## src/fu_pkg.sv

```systemverilog
package fu_pkg;

  localparam int DATA_WIDTH     = 64;
  localparam int LIT_WIDTH      = 8;
  localparam int ROB_TAG_WIDTH  = 5;   // 32 rob slots
  localparam int NUM_MULT_STAGE = 4;
  localparam int STAGE_BITS     = DATA_WIDTH / NUM_MULT_STAGE;
  localparam int MERGE_DEPTH    = NUM_MULT_STAGE;
  localparam int SHIFT_BITS     = 6;

  // merge queue pointer and occupancy widths
  localparam int MERGE_PTR_WIDTH = $clog2(MERGE_DEPTH);
  localparam int MERGE_CNT_WIDTH = $clog2(MERGE_DEPTH + 1);

  typedef enum logic [4:0] {
    ALU_ADDQ,
    ALU_SUBQ,
    ALU_AND,
    ALU_BIC,
    ALU_BIS,
    ALU_ORNOT,
    ALU_XOR,
    ALU_EQV,
    ALU_SRL,
    ALU_SLL,
    ALU_SRA,
    ALU_CMPULT,
    ALU_CMPEQ,
    ALU_CMPULE,
    ALU_CMPLT,
    ALU_CMPLE,
    ALU_MULQ    // only op routed to the multiplier
  } alu_func_t;

  typedef enum logic {
    OPB_IS_REGB,
    OPB_IS_LIT
  } opb_sel_t;

  typedef logic [ROB_TAG_WIDTH-1:0] rob_tag_t;

  typedef struct packed {
    alu_func_t             func;
    logic [DATA_WIDTH-1:0] opa;
    opb_sel_t              opb_sel;
    logic [DATA_WIDTH-1:0] opb_reg;
    logic [LIT_WIDTH-1:0]  lit;
    rob_tag_t              rob_tag;
  } issue_packet_t;

  typedef struct packed {
    rob_tag_t              rob_tag;
    logic [DATA_WIDTH-1:0] result;
  } fu_result_t;

  // literal is zero extended
  function automatic logic [DATA_WIDTH-1:0] operand_b(input issue_packet_t pkt);
    logic [DATA_WIDTH-1:0] value;
    if (pkt.opb_sel == OPB_IS_LIT) begin
      value = {{(DATA_WIDTH - LIT_WIDTH){1'b0}}, pkt.lit};
    end else begin
      value = pkt.opb_reg;
    end
    return value;
  endfunction

endpackage

```

## src/result_merge.sv

```systemverilog
`timescale 1ns/1ps

module result_merge import fu_pkg::*; (
  input  logic       clock,
  input  logic       reset,
  input  logic       alu_valid,
  input  fu_result_t alu_result,
  input  logic       mult_valid,
  input  fu_result_t mult_result,
  output logic       cdb_valid,
  output fu_result_t cdb
);

  fu_result_t                 queue [MERGE_DEPTH];
  logic [MERGE_PTR_WIDTH-1:0] head;
  logic [MERGE_PTR_WIDTH-1:0] tail;
  logic [MERGE_CNT_WIDTH-1:0] count;
  logic                       queue_empty;
  logic                       push;
  logic                       pop;
  logic                       win_valid;
  fu_result_t                 winner;

  function automatic logic [MERGE_PTR_WIDTH-1:0] next_ptr(
      input logic [MERGE_PTR_WIDTH-1:0] ptr);
    logic [MERGE_PTR_WIDTH-1:0] nxt;
    if (ptr == MERGE_PTR_WIDTH'(MERGE_DEPTH - 1)) begin
      nxt = '0;
    end else begin
      nxt = ptr + 1'b1;
    end
    return nxt;
  endfunction

  assign queue_empty = (count == '0);
  // alu result waits if the bus is taken by mult or older alu results
  assign push        = alu_valid && (mult_valid || !queue_empty);
  assign pop         = !mult_valid && !queue_empty;
  assign win_valid   = mult_valid || !queue_empty || alu_valid;

  always_comb begin
    if (mult_valid) begin
      winner = mult_result;
    end else if (!queue_empty) begin
      winner = queue[head];
    end else begin
      winner = alu_result;  // straight through when idle
    end
  end

  always_ff @(posedge clock) begin
    if (reset) begin
      head  <= '0;
      tail  <= '0;
      count <= '0;
    end else begin
      if (push) begin
        tail <= next_ptr(tail);
      end
      if (pop) begin
        head <= next_ptr(head);
      end
      case ({push, pop})
        2'b10:   count <= count + 1'b1;
        2'b01:   count <= count - 1'b1;
        default: count <= count;
      endcase
    end
  end

  always_ff @(posedge clock) begin
    if (push) begin
      queue[tail] <= alu_result;
    end
  end

  always_ff @(posedge clock) begin
    if (reset) begin
      cdb_valid <= 1'b0;
    end else begin
      cdb_valid <= win_valid;
    end
  end

  always_ff @(posedge clock) begin
    if (win_valid) begin
      cdb <= winner;
    end
  end

endmodule
```

## config.mk

```make
export PLATFORM = sky130hd
export DESIGN_NAME = result_merge
export DESIGN_NICKNAME = d
export VERILOG_FILES = /design/src/fu_pkg.sv /design/src/result_merge.sv
export SDC_FILE = /design/constraint.sdc
export NUM_CORES = 1
export LEC_CHECK = 0
export ABC_AREA = 1
export BUFFER_PORTS_ARGS = -buffer_cell sky130_fd_sc_hd__buf_2
export CAP_MARGIN = 20
export CORE_MARGIN = 2
export CORE_UTILIZATION = 51
export DETAILED_ROUTE_END_ITERATION = 12
export MAX_ROUTING_LAYER = met4
export PLACE_DENSITY = 0.75
export SYNTH_ARGS = -nofsm -noshare
export SYNTH_HDL_FRONTEND = slang
export SYNTH_SLANG_ARGS = --single-unit
```

## constraint.sdc

```tcl
create_clock -name clock -period 5.6 [get_ports clock]
set_input_delay 1.68 -clock clock [delete_from_list [all_inputs] [get_ports clock]]
set_output_delay 1.68 -clock clock [all_outputs]
set_load 0.1 [all_outputs]
```

; ---- Yosys cells after proc, flatten, opt, wreduce, memory -nomap -nowiden
; Memory sizes are Yosys's and may differ from the RTL's. A register that Yosys moved wholly into a read port is not among the register bits.
; Index checks and enable logic that the tools add are counted.
[word_totals]
regBits = 77
mem_bits_rw = 276
in_bits = 142
out_inout_bits = 70
word_cells = 32
mem_count = 1
[memory_table]
columns = name, depth, width, read_ports, rd_ports_with_merged_regs, write_ports, line_no
row1 = queue, 4, 69, 1, 1, 1, result_merge.sv:14  ; fu_result_t queue [MERGE_DEPTH];
[classes]
addsub = 4
n_eq_ne = 4
n_mux = 9
reduce_logical = 8
[op_table]
columns = cell, count
row1 = $mux W69, 2
row2 = $mux W2, 4
row3 = $eq A2 B2 Y1 const B, 3
row4 = $pmux W3 S2, 1
row5 = $add A2 B1 Y2 const B, 2
row6 = $add A3 B1 Y3 const B, 1
row7 = $logic_not A3 Y1, 1
row8 = $sub A3 B1 Y3 const B, 1
row9 = $eq A2 B1 Y1 const B, 1
row10 = $logic_and A1 B1 Y1, 2
row11 = $logic_not A1 Y1, 2
row12 = $logic_or A1 B1 Y1, 2
row13 = $mux W1, 2
row14 = $reduce_bool A2 Y1, 1

; ---- Depth between registers and ports, before layout
; Gate-level depths: netlist (run 1).
[logic_depth]
word_depth = 6
depth_mapped = 13
depth_no_buf = 12

; ---- Worst setup path after synthesis (run 1)
; Ideal clock, no wire load.
[synth_path]
path_kind = input port to flip-flop
from = input mult_valid
to = memory queue[0][0] (netlist name), enable pin
setup_time_ns = 0.497
t_arrival_ns = 5.044
required_time_ns = 5.103
setup_slack_ns = 0.060
cell_stages = 5
n_path_buf = 1
path_cell_list = buf_2 > inv_2 > nand3_2 > nand2_1 > nor2_1
[synth_between]
elab_chain_cells = 4
[synth_lines]
columns = element, line_no
row1 = "start, declared", result_merge.sv:8  ; input logic mult_valid,
row2 = $logic_or A1 B1 Y1, result_merge.sv:37  ; assign push = alu_valid && (mult_valid || !queue_empty);
row3 = $logic_and A1 B1 Y1, result_merge.sv:37
row4 = $mux W1, result_merge.sv:72  ; if (push) begin
row5 = $mux W1 (implied by the code), result_merge.sv:73  ; queue[tail] <= alu_result;
row6 = "end, declared", result_merge.sv:14
; No other way between the ends.

; ---- Worst setup path in the final report (run 1)
[layout_path]
from = input mult_valid
to = memory queue[1][15] (netlist name), enable pin
; The elaborated chain is that of the path after synthesis.

==> flow_summary.toml, run 1 <==
[outcome]
outcome = "completed"

[detailed_routing]
wl_met3_um = 2100
via_per_inst = 5.29
top_layer = "met4"
drt_iter0_drc = 896
remaining_drc_errors = 0
wl_met2_um = 15400
ant_nets = 0
dr.pass1.iters = 5
wl_met1_um = 13200
drt-total-wl_um = 31300
via_count = 9397
wl_per_cell_um = 17.6

[timing]
skew_ns = 0.0128
worst_slack_ns = 2.37
setup_tns_ns = 0
hold_viol = 0
grt_setup_unrepaired = "false"
slew_headroom = 0.321
finalCritPeriodShare = 0.576
min_period_ns = 3.23
finalMaxSlewViolations = 0
setup_viol = 0
tightest_slew_ns = 1.02
max_freq_ghz = 0.310

[cells_and_area]
nNetsFinal = 1521
layout_commonest_cell = "nand2_1"
layout_common_cells = "nand2_1 (425), edfxtp_1 (345), nand3_1 (277)"
drive_gt1_frac = 0.209
fillers = 2211
area_growth_pct = 18.1

[hold_path]
hold_depth = 2
hold_class = "reg -> reg"
worst_hold_startpoint = "head[1]"

[yosys]
ys_types = 21
avgSynthCellArea_um2 = 12.1
synth_nets = 1325
synth.yosys.seq_area_share = 0.745
synth_cells = 1176
ys_ff_latch = 355
syn_area_mm2 = 0.0142
yosysWarnings = 0

[placed_design]
portBuffers = 211
place_congestion = 0.743
dp_hpwl_um = 18100
place_ws_ns = 1.81

[clock_tree]
cts_buffer_depth = 3
clk-insertion-delay-late_ns = 0.51
cts_buffers = 36
cts.clk_slew.worst_paths_ns = 0.06
postCtsSetupBuffers = 0
cts_tree = "built"
htree_levels = 2
root_buffer = "clkbuf_16"
cts_hold_buf = 0
numClockSinks = 355
cts.repair.resized = 0

[floorplanning]
core_mm2 = 0.0276
initial_core_util = 0.515
die_w_um = 171
rows = 61
ios = 212
die-area_mm2 = 0.0291
die_y_um = 171

[pwr]
p_per_area_mw_per_mm2 = 581
leakage_uw = 0.00651
ir_drop_v = 0.000352

[grt]
grt_max_degree = 87
grt_remaining_overflow = 0
grt_pass1_wl_um = 48900
grt_pass1_vias = 9090
antenna_found_initial = 4
track_usage = 0.222

[worst_setup_path]
worstPathCellList = "buf_4, inv_2, nand3_2, nand2_1, nor2_4, buf_12"
critPathLaunchType = "input port"
r2r_setup_slack_ns = 2.94
cp.required_ns = 5.78
reg2regPathDepth = 5
path_class = "in -> reg"
end_kind = "flip-flop"
cp_slowest_stage_delay_ns = 0.82
cp_max_fo = 41
cp.arrival_ns = 3.41
crit_slowest_cell = "nor2_4"
reg2reg_to = "cdb[63]"

[run]
cap_viol_max_count = 0
[worst max-delay path: cells and delay by family]
kind                   cells  cell delay [ns]
AND/OR/NAND/NOR            3             1.22
buffers and inverters      3             0.49
[per-stage QoR]
step / utilization / area (um2) / total power, uW / cells / hold WS [ns]
CTS: 0.606 / 16700 / 9780 / 1773 / 0.504
finish: 0.608 / 16700 / 9720 / 1778 / 0.498
detailed placement: 0.565 / 15600 / 7500 / 1711 / 0.495
global route: 0.608 / 16700 / 10200 / 1778 / 0.530
floorplan: - / 14200 / 6770 / 1176 / 0.475
global placement: 0.564 / 15500 / 7440 / 1710 / 0.486
[cells by family (layout without fill, tap and decap cells)]
kind of cell	after synthesis	in the layout	share of synthesized area
AO/OA/AOI/OAI	8	8	0.00362
buffers and inverters	85	305	0.0280
other	0	4	0
adder cells (fa/ha/maj)	7	7	0.00671
flip-flops	355	355	0.745
AND/OR/NAND/NOR	721	721	0.217
[final cells by class]
cell class	count	area (um2)	share of cell area
clock buffer	48	1010	0.0602
timing repair buffer	225	1230	0.0737
multi-input combinational	736	3250	0.194
antenna	4	10.0	0.000598
tap	378	473	0.0283
sequential	355	10600	0.631
inverter	18	71.3	0.00426
clock inverter	14	124	0.00740
[registers in the layout, indices dropped and copies added (netlist names), named ones only]
| register | cells |
|---|---|
| queue | 276 |
| cdb | 69 |
| count | 3 |
| head | 2 |
| tail | 2 |
| cdb_valid | 1 |
[layer usage]
layer  up-vias  global-route usage
li1       4519                   -
met1      4496               0.290
met2       329               0.361
met3        53              0.0393
met4         0              0.0598
met5         -                   -
[worst max-delay path by stage]
stage | cells past startpoint | end | start | slack (ns)
floorplan | 5 | queue[0][0] | mult_valid | 0.06
detailed placement | 6 | queue[1][47] | mult_valid | 1.81
CTS | 6 | queue[1][57] | mult_valid | 2.34
global route | 6 | queue[1][68] | mult_valid | 2.23
global placement | 6 | queue[1][54] | mult_valid | 1.88
finish | 6 | queue[1][15] | mult_valid | 2.37
[power breakdown]
| part | internal, uW | switching, uW |
|---|---|---|
| clock | 1350 | 946 |
| sequential | 3520 | 246 |
| combinational | 631 | 3030 |
| total | 5500 | 4220 |
[synth_stat cells, drive strengths merged]
cell type / number / area [um2]
a21oi: 4 / 31.3
edfxtp: 345 / 10400
inv: 18 / 67.6
ha: 6 / 75.1
nand2: 425 / 1600
nand3: 278 / 1400
fa: 1 / 20.0
nor2: 16 / 67.6
dfxtp: 10 / 200
clkbuf: 16 / 60.1
nand3b: 1 / 7.51
o21ai: 4 / 20.0
buf: 51 / 269
or2: 1 / 6.26
No activity file was read; power rests on OpenSTA's default activity.
==> inputs of run 2 (changes only) <==
Settings changed: CORE_UTILIZATION 51 to 55, PLACE_DENSITY 0.75 to 0.77.
Clock period 5.6 ns to 3.2 ns, I/O delays scaled along.
==> run 2 against run 1 <==
  * Power rose by 74%
  * Via count rose by 1.7%
  * Critical endpoint is now count[2]
  * Routed wire length rose by 2.4%
  * First-iteration DRC count fell by 19%
  * Final area fell by 0.20%
==> flow_summary.toml, run 2 (synthesis gave the netlist of run 1 again) <==
[grt]
grt_pass1_vias = 9459
grt_remaining_overflow = 0
antenna_found_initial = 1
grt_max_degree = 72
track_usage = 0.246
grt_pass1_wl_um = 49700

[clock_tree]
postCtsSetupBuffers = 0
numClockSinks = 355
htree_levels = 2
cts.clk_slew.worst_paths_ns = 0.06
cts_tree = "built"
cts.repair.resized = 0
cts_buffer_depth = 3
root_buffer = "clkbuf_16"
cts_hold_buf = 0
clk-insertion-delay-late_ns = 0.51
cts_buffers = 36

[pwr]
p_per_area_mw_per_mm2 = 1010
leakage_uw = 0.00652
ir_drop_v = 0.000929
p_total_uw = 16900

[worst_setup_path]
path_class = "in -> reg"
path_buf_inv = 4
cp_slowest_stage_delay_ns = 0.39
cp.required_ns = 3.59
critPathLaunchType = "input port"
cp.arrival_ns = 2.86
worstPathCellList = "buf_2, inv_2, nand3_2, nand2_1, ha_1, inv_1, fa_1, inv_1, nand2_1, nand3_1, nand2_1, nand2_1, nor2_1"
crit_slowest_cell = "nand2_1"
critPathTopFamily = "simple AND/OR/NAND/NOR gates"
crit_top_cell = "nand2_1"
cp_max_fo = 7
end_kind = "flip-flop"

[cells_and_area]
final_util = 0.661
largestRegisters = "queue (276), cdb (69), count (3)"
layout_common_cells = "nand2_1 (425), edfxtp_1 (345), nand3_1 (277)"
largest-register = "queue"
nNetsFinal = 1526
area_growth_pct = 17.8
drive_gt1_frac = 0.208
layout_commonest_cell = "nand2_1"
largest_register_ffs = 276
fin_area_mm2 = 0.0167

[run]
cap_viol_max_count = 0

[timing]
grt_setup_unrepaired = "false"
min_period_ns = 2.48
tightest_slew_ns = 0.868
slew_headroom = 0.421
worst_slack_ns = 0.722
setup_viol = 0
max_freq_ghz = 0.404
finalCritPeriodShare = 0.774
skew_ns = 0.0177
hold_viol = 0
finalMaxSlewViolations = 0

[floorplanning]
initial_core_util = 0.561
rows = 58
die_w_um = 165
core_mm2 = 0.0253
die-area_mm2 = 0.0271
ios = 212
die_y_um = 165

[outcome]
outcome = "completed"

[placed_design]
dp_hpwl_um = 18000
portBuffers = 211
placed_cell_area_mm2 = 0.0156
place_congestion = 0.805
place_ws_ns = 0.373

[detailed_routing]
via_per_inst = 5.52
wl_per_cell_um = 18.5
dr.pass1.iters = 7
drt_iter0_drc = 726
remaining_drc_errors = 0
ant_nets = 0
via_count = 9560
drt-total-wl_um = 32000

[hold_path]
hold_class = "reg -> reg"
## run 2: cell types whose count changed in the layout (fill, tap and decap cells not counted), sizes merged
cell	change
clkinv	+3
buf	+5
bufinv	-1
diode	-3
clkbuf	-1
## run 2: worst min-delay path, cell delays in order (launching register included)
cell     delay, ns
dfxtp_1       0.31
nor2_1        0.10
nor2_1        0.06
## run 2: area by class of cell
class	count	area, um2
clock buffers	47	963
fillers	1842	8550
clock inverters	16	100
inverters	18	70.1
multi-input cells	736	3250
repair buffers	230	1340
flip-flops and latches	355	10600
diodes	1	2.50
well taps	330	413
## run 2: worst paths after layout
path                                 start        end  slack, ns  cells past startpoint
worst max-delay path            mult_valid   count[2]       0.72                     13
worst min-delay path               head[1]  flip-flop       0.51                      2
worst max register to register    count[2]   count[2]       0.84                     12
worst min register to register     head[1]  flip-flop       0.51                      2
## run 2: stage by stage
stage / setup TNS (ns) / hold WS [ns] / cells
detailed placement: 0 / 0.500 / 1669
CTS: 0 / 0.509 / 1732
floorplan: -140.46 / 0.475 / 1176
global placement: 0 / 0.486 / 1669
finish: 0 / 0.506 / 1733
global route: 0 / 0.551 / 1733
## run 2: power by group
group	switching, uW	total (uW)	internal [uW]
Combinational	5470	6630	1160
Clock	1640	3840	2200
Sequential	324	6480	6150
Total	7430	16900	9510
## run 2: per-layer routing
layer  global-route usage  wire length, um  part of all wire
met5                    -                0                 0
met4               0.0644              444             0.014
met3               0.0447             2510             0.078
met2                0.403            15900              0.50
met1                0.322            13200              0.41
